[config.mk]
export PLATFORM = sky130hd
export DESIGN_NAME = l2_input_decoder
export DESIGN_NICKNAME = d
export VERILOG_FILES = /design/src/l2_pkg.sv /design/src/l2_addr_decoder.sv /design/src/l2_arbiter.sv /design/src/l2_flush_walker.sv /design/src/l2_input_decoder.sv /design/src/l2_line_decoder.sv
export SDC_FILE = /design/constraint.sdc
export NUM_CORES = 1
export LEC_CHECK = 0
export ABC_CLOCK_PERIOD_IN_PS = 2100
export BUFFER_PORTS_ARGS = -buffer_cell sky130_fd_sc_hd__buf_4
export CORE_MARGIN = 5
export CORE_UTILIZATION = 38
export CTS_BUF_LIST = sky130_fd_sc_hd__clkbuf_16
export DETAILED_ROUTE_END_ITERATION = 6
export PLACE_DENSITY_LB_ADDON = 0.12
export SYNTH_ARGS = -nofsm -noshare
export SYNTH_HDL_FRONTEND = slang
export SYNTH_SLANG_ARGS = --single-unit
[constraint.sdc]
create_clock -name clk -period 2.1 [get_ports clk]
set_input_delay 0.315 -clock clk [delete_from_list [all_inputs] [get_ports clk]]
set_output_delay 0.315 -clock clk [all_outputs]
set_load 0.05 [all_outputs]
[src/l2_pkg.sv]
package l2_pkg;

    // address geometry
    localparam int addr_bits   = 32;
    localparam int offset_bits = 4;
    localparam int w_off_bits  = 2;
    localparam int b_off_bits  = 2;
    localparam int set_bits    = 4;
    localparam int tag_bits    = addr_bits - offset_bits - set_bits;
    localparam int line_bits   = addr_bits - offset_bits;

    // number of l2 sets follows the set index width
    localparam int l2_sets = 1 << set_bits;

    typedef logic [line_bits-1:0] line_addr_t;
    typedef logic [addr_bits-1:0] addr_t;

    // response / forward line split
    typedef struct packed {
        logic [tag_bits-1:0] tag;
        logic [set_bits-1:0] set;
    } line_br_t;

    // full cpu address breakdown
    typedef struct packed {
        addr_t                 line;
        line_addr_t            line_addr;
        addr_t                 word;
        logic [tag_bits-1:0]   tag;
        logic [set_bits-1:0]   set;
        logic [w_off_bits-1:0] w_off;
        logic [b_off_bits-1:0] b_off;
    } addr_br_t;

    // field view of a cpu address
    typedef struct packed {
        logic [tag_bits-1:0]   tag;
        logic [set_bits-1:0]   set;
        logic [w_off_bits-1:0] w_off;
        logic [b_off_bits-1:0] b_off;
    } cpu_fields_t;

    // line view of the same address
    typedef struct packed {
        line_addr_t             line_addr;
        logic [offset_bits-1:0] off;
    } cpu_line_t;

    typedef union packed {
        cpu_fields_t fld;
        cpu_line_t   ln;
    } cpu_addr_u;

    // one bit per incoming stream
    typedef struct packed {
        logic fence;
        logic flush;
        logic rsp;
        logic fwd;
        logic cpu_req;
    } in_valid_t;

    typedef struct packed {
        logic fence;
        logic flush;
        logic rsp;
        logic fwd;
        logic cpu_req;
    } in_ready_t;

    // what got picked this cycle
    typedef struct packed {
        logic fence;
        logic flush;
        logic rsp;
        logic fwd;
        logic ongoing_fence;
        logic cpu_req;
    } decode_sel_t;

    // controller state flags
    typedef struct packed {
        logic evict_stall;
        logic set_conflict;
        logic fwd_stall;
        logic fwd_stall_ended;
        logic ongoing_fence;
    } l2_state_t;

endpackage

[src/l2_addr_decoder.sv]
`timescale 1ns/1ps

module l2_addr_decoder (
    input  logic                      clk,
    input  logic                      rst,
    input  logic                      decode_en,
    input  l2_pkg::decode_sel_t       sel_next,
    input  l2_pkg::addr_t             cpu_req_addr,
    input  logic [l2_pkg::set_bits:0] flush_set,
    output l2_pkg::addr_br_t          addr_br
);

    import l2_pkg::*;

    cpu_addr_u cpu_addr;
    addr_br_t  addr_br_d;

    // one word, two views
    assign cpu_addr = cpu_req_addr;

    always_comb begin
        // line base, offset cleared
        addr_br_d.line      = {cpu_addr.ln.line_addr, {offset_bits{1'b0}}};
        addr_br_d.line_addr = cpu_addr.ln.line_addr;
        // word base, byte offset cleared
        addr_br_d.word      = {cpu_addr.fld.tag, cpu_addr.fld.set, cpu_addr.fld.w_off,
                               {b_off_bits{1'b0}}};
        addr_br_d.tag       = cpu_addr.fld.tag;
        addr_br_d.w_off     = cpu_addr.fld.w_off;
        addr_br_d.b_off     = cpu_addr.fld.b_off;
        // flush steps index by walker set, whole line so offsets stay cpu ones
        if (sel_next.flush) begin
            addr_br_d.set = flush_set[set_bits-1:0];
        end else begin
            addr_br_d.set = cpu_addr.fld.set;
        end
    end

    always_ff @(posedge clk or negedge rst) begin
        if (!rst) begin
            addr_br <= '0;
        end else if (decode_en) begin
            addr_br <= addr_br_d;
        end
    end

endmodule

[src/l2_arbiter.sv]
`timescale 1ns/1ps

module l2_arbiter #(
    parameter int n_mshr = 4
) (
    input  logic                         clk,
    input  logic                         rst,
    input  logic                         decode_en,
    input  l2_pkg::in_valid_t            valid,
    input  l2_pkg::l2_state_t            state,
    input  logic [$clog2(n_mshr+1)-1:0]  mshr_cnt,
    input  l2_pkg::line_addr_t           rsp_in_addr,
    input  l2_pkg::line_addr_t           fwd_in_tmp_addr,
    input  logic                         ongoing_flush,
    input  logic [l2_pkg::set_bits:0]    flush_set,
    input  logic                         walk_done,
    output l2_pkg::in_ready_t            ready,
    output l2_pkg::decode_sel_t          sel_next,
    output l2_pkg::decode_sel_t          sel,
    output logic                         set_cpu_req_from_conflict,
    output logic                         set_fwd_in_from_stalled,
    output logic                         flush_start,
    output logic                         flush_finish
);

    import l2_pkg::*;

    localparam int cnt_bits = $clog2(n_mshr + 1);

    // free count equal to n_mshr means no entry in use
    localparam logic [cnt_bits-1:0] mshr_empty_cnt = cnt_bits'(n_mshr);

    logic mshr_empty;
    logic mshr_free;
    logic fwd_servable;
    logic rsp_collides;

    assign mshr_empty = (mshr_cnt == mshr_empty_cnt);
    assign mshr_free  = (mshr_cnt != '0);

    // new unstalled forward, or stalled one being replayed
    assign fwd_servable = (valid.fwd && !state.fwd_stall) || state.fwd_stall_ended;

    // response for the line a forward is about to touch waits
    assign rsp_collides = fwd_servable && (rsp_in_addr == fwd_in_tmp_addr);

    always_comb begin
        ready                     = '0;
        sel_next                  = '0;
        set_cpu_req_from_conflict = 1'b0;
        set_fwd_in_from_stalled   = 1'b0;
        flush_start               = 1'b0;
        flush_finish              = 1'b0;

        if (decode_en) begin
            if (valid.fence && !state.ongoing_fence) begin
                ready.fence    = 1'b1;
                sel_next.fence = 1'b1;
            end else if (valid.flush && mshr_empty) begin
                // start only, steps come later
                ready.flush = 1'b1;
                flush_start = 1'b1;
            end else if (valid.rsp && !mshr_empty && !rsp_collides) begin
                ready.rsp    = 1'b1;
                sel_next.rsp = 1'b1;
            end else if (fwd_servable) begin
                sel_next.fwd = 1'b1;
                if (!state.fwd_stall) begin
                    ready.fwd = 1'b1;
                end else begin
                    // replay from the stall register
                    set_fwd_in_from_stalled = 1'b1;
                end
            end else if (state.ongoing_fence) begin
                sel_next.ongoing_fence = 1'b1;
            end else if (ongoing_flush) begin
                if (flush_set < l2_sets) begin
                    // one way per step, forwards go first
                    if (!valid.fwd && mshr_free) begin
                        sel_next.flush = 1'b1;
                    end
                end else if (walk_done && mshr_empty) begin
                    // all ways written back, tell the walker to stop
                    flush_finish = 1'b1;
                end
            end else if ((valid.cpu_req || state.set_conflict) && mshr_free
                         && !state.evict_stall) begin
                sel_next.cpu_req = 1'b1;
                if (!state.set_conflict) begin
                    ready.cpu_req = 1'b1;
                end else begin
                    // conflicted request replays first
                    set_cpu_req_from_conflict = 1'b1;
                end
            end
        end
    end

    // selection seen by the pipeline one cycle later
    always_ff @(posedge clk or negedge rst) begin
        if (!rst) begin
            sel <= '0;
        end else if (decode_en) begin
            sel <= sel_next;
        end
    end

endmodule

[src/l2_flush_walker.sv]
`timescale 1ns/1ps

module l2_flush_walker #(
    parameter int l2_ways = 4
) (
    input  logic                      clk,
    input  logic                      rst,
    input  logic                      flush_start,
    input  logic                      flush_step,
    input  logic                      flush_finish,
    output logic                      ongoing_flush,
    output logic [l2_pkg::set_bits:0] flush_set,
    output logic                      walk_done,
    output logic                      flush_done
);

    import l2_pkg::*;

    // at least one bit even for a direct mapped cache
    localparam int way_bits = (l2_ways > 1) ? $clog2(l2_ways) : 1;
    localparam logic [way_bits-1:0] way_last = way_bits'(l2_ways - 1);

    logic [way_bits-1:0] flush_way;

    always_ff @(posedge clk or negedge rst) begin
        if (!rst) begin
            ongoing_flush <= 1'b0;
            flush_set     <= '0;
            flush_way     <= '0;
        end else if (flush_start || flush_finish) begin
            // both ends of a flush restart the walk at set 0 way 0
            ongoing_flush <= flush_start;
            flush_set     <= '0;
            flush_way     <= '0;
        end else if (flush_step) begin
            if (flush_way == way_last) begin
                // wrap way, move to next set
                flush_way <= '0;
                flush_set <= flush_set + 1'b1;
            end else begin
                flush_way <= flush_way + 1'b1;
            end
        end
    end

    // top bit set means counter ran past the last set
    assign walk_done = ongoing_flush && flush_set[set_bits];

    // completion pulse in the finishing cycle
    assign flush_done = flush_finish;

endmodule

[src/l2_input_decoder.sv]
`timescale 1ns/1ps

module l2_input_decoder #(
    parameter int n_mshr  = 4,
    parameter int l2_ways = 4
) (
    input  logic                        clk,
    input  logic                        rst,
    input  logic                        decode_en,
    input  l2_pkg::in_valid_t           valid,
    input  l2_pkg::l2_state_t           state,
    input  logic [$clog2(n_mshr+1)-1:0] mshr_cnt,
    input  l2_pkg::line_addr_t          rsp_in_addr,
    input  l2_pkg::line_addr_t          fwd_in_addr,
    input  l2_pkg::line_addr_t          fwd_in_tmp_addr,
    input  l2_pkg::addr_t               cpu_req_addr,
    output l2_pkg::in_ready_t           ready,
    output l2_pkg::decode_sel_t         sel,
    output logic                        set_cpu_req_from_conflict,
    output logic                        set_fwd_in_from_stalled,
    output logic                        flush_done,
    output l2_pkg::line_br_t            line_br,
    output l2_pkg::addr_br_t            addr_br
);

    import l2_pkg::*;

    // arbiter to walker and decoders
    decode_sel_t sel_next;
    logic        flush_start;
    logic        flush_finish;

    // walker back to arbiter
    logic                ongoing_flush;
    logic [set_bits:0]   flush_set;
    logic                walk_done;

    l2_arbiter #(
        .n_mshr(n_mshr)
    ) u_arbiter (
        .clk                       (clk),
        .rst                       (rst),
        .decode_en                 (decode_en),
        .valid                     (valid),
        .state                     (state),
        .mshr_cnt                  (mshr_cnt),
        .rsp_in_addr               (rsp_in_addr),
        .fwd_in_tmp_addr           (fwd_in_tmp_addr),
        .ongoing_flush             (ongoing_flush),
        .flush_set                 (flush_set),
        .walk_done                 (walk_done),
        .ready                     (ready),
        .sel_next                  (sel_next),
        .sel                       (sel),
        .set_cpu_req_from_conflict (set_cpu_req_from_conflict),
        .set_fwd_in_from_stalled   (set_fwd_in_from_stalled),
        .flush_start               (flush_start),
        .flush_finish              (flush_finish)
    );

    // a flush step is the flush bit of the next selection
    l2_flush_walker #(
        .l2_ways(l2_ways)
    ) u_flush_walker (
        .clk           (clk),
        .rst           (rst),
        .flush_start   (flush_start),
        .flush_step    (sel_next.flush),
        .flush_finish  (flush_finish),
        .ongoing_flush (ongoing_flush),
        .flush_set     (flush_set),
        .walk_done     (walk_done),
        .flush_done    (flush_done)
    );

    l2_line_decoder u_line_decoder (
        .clk         (clk),
        .rst         (rst),
        .decode_en   (decode_en),
        .sel_next    (sel_next),
        .rsp_in_addr (rsp_in_addr),
        .fwd_in_addr (fwd_in_addr),
        .line_br     (line_br)
    );

    l2_addr_decoder u_addr_decoder (
        .clk          (clk),
        .rst          (rst),
        .decode_en    (decode_en),
        .sel_next     (sel_next),
        .cpu_req_addr (cpu_req_addr),
        .flush_set    (flush_set),
        .addr_br      (addr_br)
    );

endmodule

[src/l2_line_decoder.sv]
`timescale 1ns/1ps

module l2_line_decoder (
    input  logic                clk,
    input  logic                rst,
    input  logic                decode_en,
    input  l2_pkg::decode_sel_t sel_next,
    input  l2_pkg::line_addr_t  rsp_in_addr,
    input  l2_pkg::line_addr_t  fwd_in_addr,
    output l2_pkg::line_br_t    line_br
);

    import l2_pkg::*;

    line_addr_t line_addr;
    line_br_t   line_br_d;

    // response wins over forward, nothing else carries a line address
    always_comb begin
        if (sel_next.rsp) begin
            line_addr = rsp_in_addr;
        end else if (sel_next.fwd) begin
            line_addr = fwd_in_addr;
        end else begin
            line_addr = '0;
        end
        // set in the low bits, tag above
        line_br_d.tag = line_addr[line_bits-1:set_bits];
        line_br_d.set = line_addr[set_bits-1:0];
    end

    always_ff @(posedge clk or negedge rst) begin
        if (!rst) begin
            line_br <= '0;
        end else if (decode_en) begin
            line_br <= line_br_d;
        end
    end

endmodule

==> run metrics, run 1 <==
Antenna Cells 0; setup ws final -230 ps; total global routing track utilization roughly a fifth; largest net degree at the start of global routing 44; number of DRC markers in iteration 0 181; Gate Count Post-Synth 404; Critical Path AT 2020 ps; I/O Pins 298; layout cells sized above 1 64.9%; CTS H-tree lvls 3; required time of the critical path 1780 ps; r2r startpoint u_flush_walker.ongoing_flush; routability cong. about 0.84; pwr dens around 780 nW/um^2; Post-synth ARST share 100%; Yosys top cell area share 44.8%; first drt pass iteration count 4; Clk Latency, worst-skew pair 330 ps; status complete, but fails checks; Final Core Density 61.4%; fin nets 780; number of enable flip-flop cells after synthesis 0; worst vdd ir 464 uV; HP Start cpu_req_addr[19]; Crit path max-delay family simple AND/OR/NAND/NOR gates; Layout area overhead 59.5%; r2r worst-path depth 6; die height 117 um; HP Class in2reg; Buf/Inv on CP 3; failing checks setup timing; row count 39; CP Capture Type output pin; Die Width 117 um; CTS Buf Count 9; TritonCTS Sinks 78; first-pass GRT wire length 21200 um; vias in the first global route ~4000; DRC viols 0; max_slew headroom 64.8%; top cells by count, synth 92 x buf_4, 78 x dfrtp_1, 32 x mux2_2, 30 x and3_1; Max-Cap Viols 0; Crit-path slowest cell or4_4; crit path time final 2330 ps; # setup viols final 4; Slew @ Worst Pin 527 ps; worst-path fanout max 3; fin crit share 111%; placement-stage cell area ~6500 um^2; WL per Instance 18.3 um; Synth warnings 0; IO Port Bufs 291; antenna violations before repair 0; Setup CP Type in2out; core area 11300 um^2; number of synthesized register bits 78; CTS root buffer clkbuf_16; die area 13700 um^2; RSZ-0062 raised after global routing true; Final Hold Viols 0; Most used DFF post-synth dfrtp_1; Worst Hold Endpoint u_addr_decoder.addr_br[19]; Initial Utilization 38.5%; Leak about 3.6 nW; clock transition at the registers of the reported paths 50 ps; detailed placement HPWL 11500 um; worst path cell trace buf_6 > xnor2_2 > nand4_1 > nor4_2 > buf_4 > a21oi_2 > or4_4 > nor2_4 > buf_8; hold path cells 2; FILL cells 993; post-synth top area cell dfrtp_1; RR Endpoint u_flush_walker.flush_set[3]; Tot Pwr between 0.005 and 0.006 W; Via density ~5.0; count leader, synth buf_4; Post-Syn Area 4360 um^2; sequential cell area fraction in the yosys report between 40% and 50%; main area contributors after synthesis dfrtp_1 45%, buf_4 16%, mux2_2 8.3%; final max-slew violation count 0; FF-to-FF setup slack 510 ps; grt ovf 0; Routed Antenna Nets 0; final wirelength 14500 um; clock skew 4.30 ps; Yosys cell types 38; Mean Syn Cell Area 10.8 um^2; max incr delay on CP 470 ps; DR vias 3955; Max Freq 429 MHz; CP startpoint kind input port; CTS tree built; final instance area between 6000 and 7000 um^2; Clock Path Buffers 2; hold slack final around 220 ps
## cells in the final DEF (no fill, tap or decap), types with 3 or more instances in the layout
cell / n
nand4_1: 11
o21ai_0: 10
or4_4: 4
nor2_1: 10
buf_4: 315
nand2_1: 8
clkbuf_16: 9
dfrtp_1: 78
clkinv_1: 3
nand3_1: 3
conb_1: 6
nor2_4: 5
and3_1: 30
inv_1: 9
a31oi_1: 5
a221o_1: 28
xnor2_2: 17
buf_6: 17
a21oi_2: 5
xnor2_1: 9
mux2_2: 32
## cell type report
cell class / instances / area (um^2) / share of cell area, %
clock buffers: 9 / 225 / 3.24
clock inverters: 6 / 23.8 / 0.342
inverters: 7 / 26.3 / 0.378
multi-input cells: 214 / 1930 / 27.8
flip-flops and latches: 78 / 1950 / 28.1
well taps: 143 / 179 / 2.57
repair buffers: 336 / 2620 / 37.6
## worst max path at each step
stage                     cells past startpoint  slack, ps                 from                          end
after floorplan                               6        -50             valid[1]  u_flush_walker.flush_set[3]
final                                         9       -230  fwd_in_tmp_addr[21]                     ready[1]
after global routing                          9       -320   fwd_in_tmp_addr[9]      set_fwd_in_from_stalled
after global placement                        9       -470  fwd_in_tmp_addr[22]                     ready[1]
after detailed placement                      9       -450  fwd_in_tmp_addr[22]                     ready[1]
after CTS                                     9       -240  fwd_in_tmp_addr[21]                     ready[1]
## kinds of logic after synthesis
| group | count (synthesis) | share of synthesized area (%) |
|---|---|---|
| other cells | 1 | 0.0860 |
| xor+xnor | 28 | 5.62 |
| flops | 78 | 44.8 |
| buf+inv | 117 | 18.0 |
| mux | 32 | 8.26 |
| compound gates | 61 | 11.3 |
| simple gates | 85 | 11.4 |
| fa+ha+maj | 2 | 0.574 |
## metal layers
metal / routed length, um / up-vias / GRT usage [%]
li1: - / 1834 / -
met1: 4940 / 1908 / 22.3
met2: 7890 / 192 / 37.9
met3: 1320 / 21 / 4.52
met4: 350 / 0 / 7.80
met5: 0 / - / 0
## report_power, final
part	total, W	switching (W)	leakage, nW	internal, W
Combinational	0.00232	0.00152	2.46	0.000796
Clock	0.00133	0.000561	0.134	0.000770
Sequential	0.00177	0.000126	0.966	0.00165
Total	0.00542	0.00221	3.56	0.00321
## sequential cells by signal, indices dropped and copies added, names as in the netlist
signal	cells
u_flush_walker.flush_way	2
u_flush_walker.ongoing_flush	1
u_addr_decoder.addr_br	36
u_flush_walker.flush_set	5
u_arbiter.sel	6
u_line_decoder.line_br	28
## stage by stage
stage               TNS (ps)  instances  worst slack, ps
floorplan               -284        409            -46.6
global placement      -11420        775             -471
detailed placement    -10720        775             -448
CTS                    -1090        796             -241
global route           -1040        793             -316
finish                  -646        793             -230
## what timing repair did
action                                 in CTS  in global routing
pin swaps                                   8                  4
buffers inserted                            5                  0
gates resized for setup                    37                  7
hold buffers                                1                  0
setup endpoints to repair                   5                 14
endpoints found under the hold margin      36                  0
No activity file was read; power rests on OpenSTA's default activity.
==> inputs of run 2 (changes only) <==
--- a/config.mk
+++ b/config.mk
@@ -5,13 +5,16 @@
 export SDC_FILE = /design/constraint.sdc
 export NUM_CORES = 1
 export LEC_CHECK = 0
+export ABC_AREA = 1
 export ABC_CLOCK_PERIOD_IN_PS = 2100
 export BUFFER_PORTS_ARGS = -buffer_cell sky130_fd_sc_hd__buf_4
 export CORE_MARGIN = 5
-export CORE_UTILIZATION = 38
+export CORE_UTILIZATION = 40
 export CTS_BUF_LIST = sky130_fd_sc_hd__clkbuf_16
 export DETAILED_ROUTE_END_ITERATION = 6
 export PLACE_DENSITY_LB_ADDON = 0.12
+export SKIP_LAST_GASP = 1
 export SYNTH_ARGS = -nofsm -noshare
 export SYNTH_HDL_FRONTEND = slang
+export SYNTH_HIERARCHICAL = 1
 export SYNTH_SLANG_ARGS = --single-unit
==> run 2 against run 1 <==
The flow now finishes without violations. Via count is 19% higher. Synthesized area grew 13%. Critical path depth grew 2. Global-route usage shrank 0.97 points. Sequential cell count is the same. Clock-buffer cell count unchanged. Sequential share of layout area is 0.076 points higher. Worst setup slack better by 350 ps.
==> run metrics, run 2 <==
status finished clean; Initial Utilization 40.9%; commonest non-fill, non-tap cells in the layout 297 x buf_4, 250 x nand2_1, 146 x nor2_1, 78 x dfrtp_1, 42 x inv_1; number of DRC markers in iteration 0 205; total global routing track utilization about a fifth; Via density approximately 4.4; row count 40; Critical Path AT 1670 ps; DRC viols 0; max_slew headroom 66.2%; I/O Pins slightly below 300; fin crit share ~94%; Antenna Cells 0; HP Start cpu_req_addr[14]; top flop regs u_addr_decoder/addr_br: 36 flops, u_line_decoder/line_br: 28 flops, u_arbiter/sel: 6 flops; Leak 3.94 nW; Synth warnings 6; layout cells sized above 1 36.5%; required time of the critical path 1780 ps; core area 12100 um^2; largest net degree at the start of global routing 92; first drt pass iteration count 4; worst-path fanout max 4; Clk Latency, worst-skew pair 320 ps; CP startpoint kind input port; Setup crit start fwd_in_tmp_addr[1]; Max Freq 504 MHz; Post-Syn Area between 4000 and 5000 um^2; Layout area overhead 40.4%; WL per Instance between 10 and 15 um; HP Class in2reg; CTS H-tree lvls 3; fin nets about 1000; pwr dens 792 nW/um^2; placement-stage cell area 6620 um^2; antenna violations before repair 0; FILL cells 1142; grt ovf 0; final wirelength ~15000 um; IO Port Bufs slightly below 300; Final Hold Viols 0; DR vias 4717; CP Capture Type output pin; Die Width ~120 um; Slew @ Worst Pin approximately 510 ps; CTS tree built; final instance area 6940 um^2; # setup viols final 0; most common cell after layout, fill and taps aside buf_4; Max-Cap Viols 0; sum of negative setup slack 0 ps; max FFs per register 36; worst vdd ir 457 uV; Most flops, register u_addr_decoder/addr_br; clock skew 8.18 ps; CTS root buffer clkbuf_16; crit path time final 1980 ps; clock transition at the registers of the reported paths 60 ps; detailed placement HPWL 11700 um; die area 14700 um^2; CTS Buf Count 9; Gate Count Post-Synth 694; TritonCTS Sinks 78; Mean Syn Cell Area 7.12 um^2; area used by multi-input combinational logic 1970 um^2; Sequential Area slightly below 2000 um^2; r2r startpoint u_flush_walker/ongoing_flush; final max-slew violation count 0; Routed Antenna Nets 0; vias in the first global route 4553; routability cong. 0.911; die height between 100 and 150 um; Clock Path Buffers 2; Setup CP Type in2out; first-pass GRT wire length 22600 um
[run 2: final cells by class]
class	count	area share [%]
clock buffers	9	3.25
clock inverters	6	1.12
inverters	44	2.42
multi-input cells	463	28.4
flip-flops and latches	78	28.1
well taps	168	3.03
repair buffers	303	33.6
[run 2: timing repair]
item                                    in CTS  in global routing
endpoints found under the setup margin       0                  3
hold buffers                                 1                  0
resized for setup                            0                  2
endpoints found under the hold margin       35                  0
buffers inserted                             0                  0
[run 2: per-stage QoR]
stage	setup WS, ps	total power [W]	util, %	cells	hold slack, ps
finish	118	0.00549	57.5	1071	192
global route	-2.21	0.00575	57.5	1071	183
CTS	74.1	0.00556	57.4	1071	180
detailed placement	-7.09	0.00393	54.8	1055	323
global placement	-6.59	0.00391	54.8	1055	309
floorplan	133	0.00335	-	699	19.4
[run 2: layer usage]
metal	global-route usage, %	up-vias	routed length, um
met1	21.2	2125	5440
met2	35.7	200	7800
met3	6.43	10	1510
li1	-	2382	-
met4	4.67	0	140
met5	0	-	0
[run 2: path summary, 6_finish.rpt]
check	endpoint	slack [ps]	depth (start not counted)
max	set_fwd_in_from_stalled	120	11
min	u_addr_decoder/addr_br[74]	190	3
max reg2reg	u_flush_walker/flush_set[4]	640	9
min reg2reg	u_addr_decoder/addr_br[1]	480	2
max in group asynchronous	u_line_decoder/line_br[11]	970	3
min in group asynchronous	u_line_decoder/line_br[12]	490	2
[run 2: worst max-delay path, stage by stage]
cell	delay, ps
buf_4	110
xnor2_1	220
nand2_1	120
nor2_1	130
nand2_1	60
nor2_1	80
nand2_1	100
nand2_2	120
nand2_2	80
nor2_1	140
buf_6	180
[run 2: power by group]
part	internal [W]	switching, W	leakage, nW
registers	0.00165	0.000136	0.963
logic	0.000659	0.00144	2.83
clock network	0.00102	0.000578	0.150
total	0.00333	0.00216	3.94
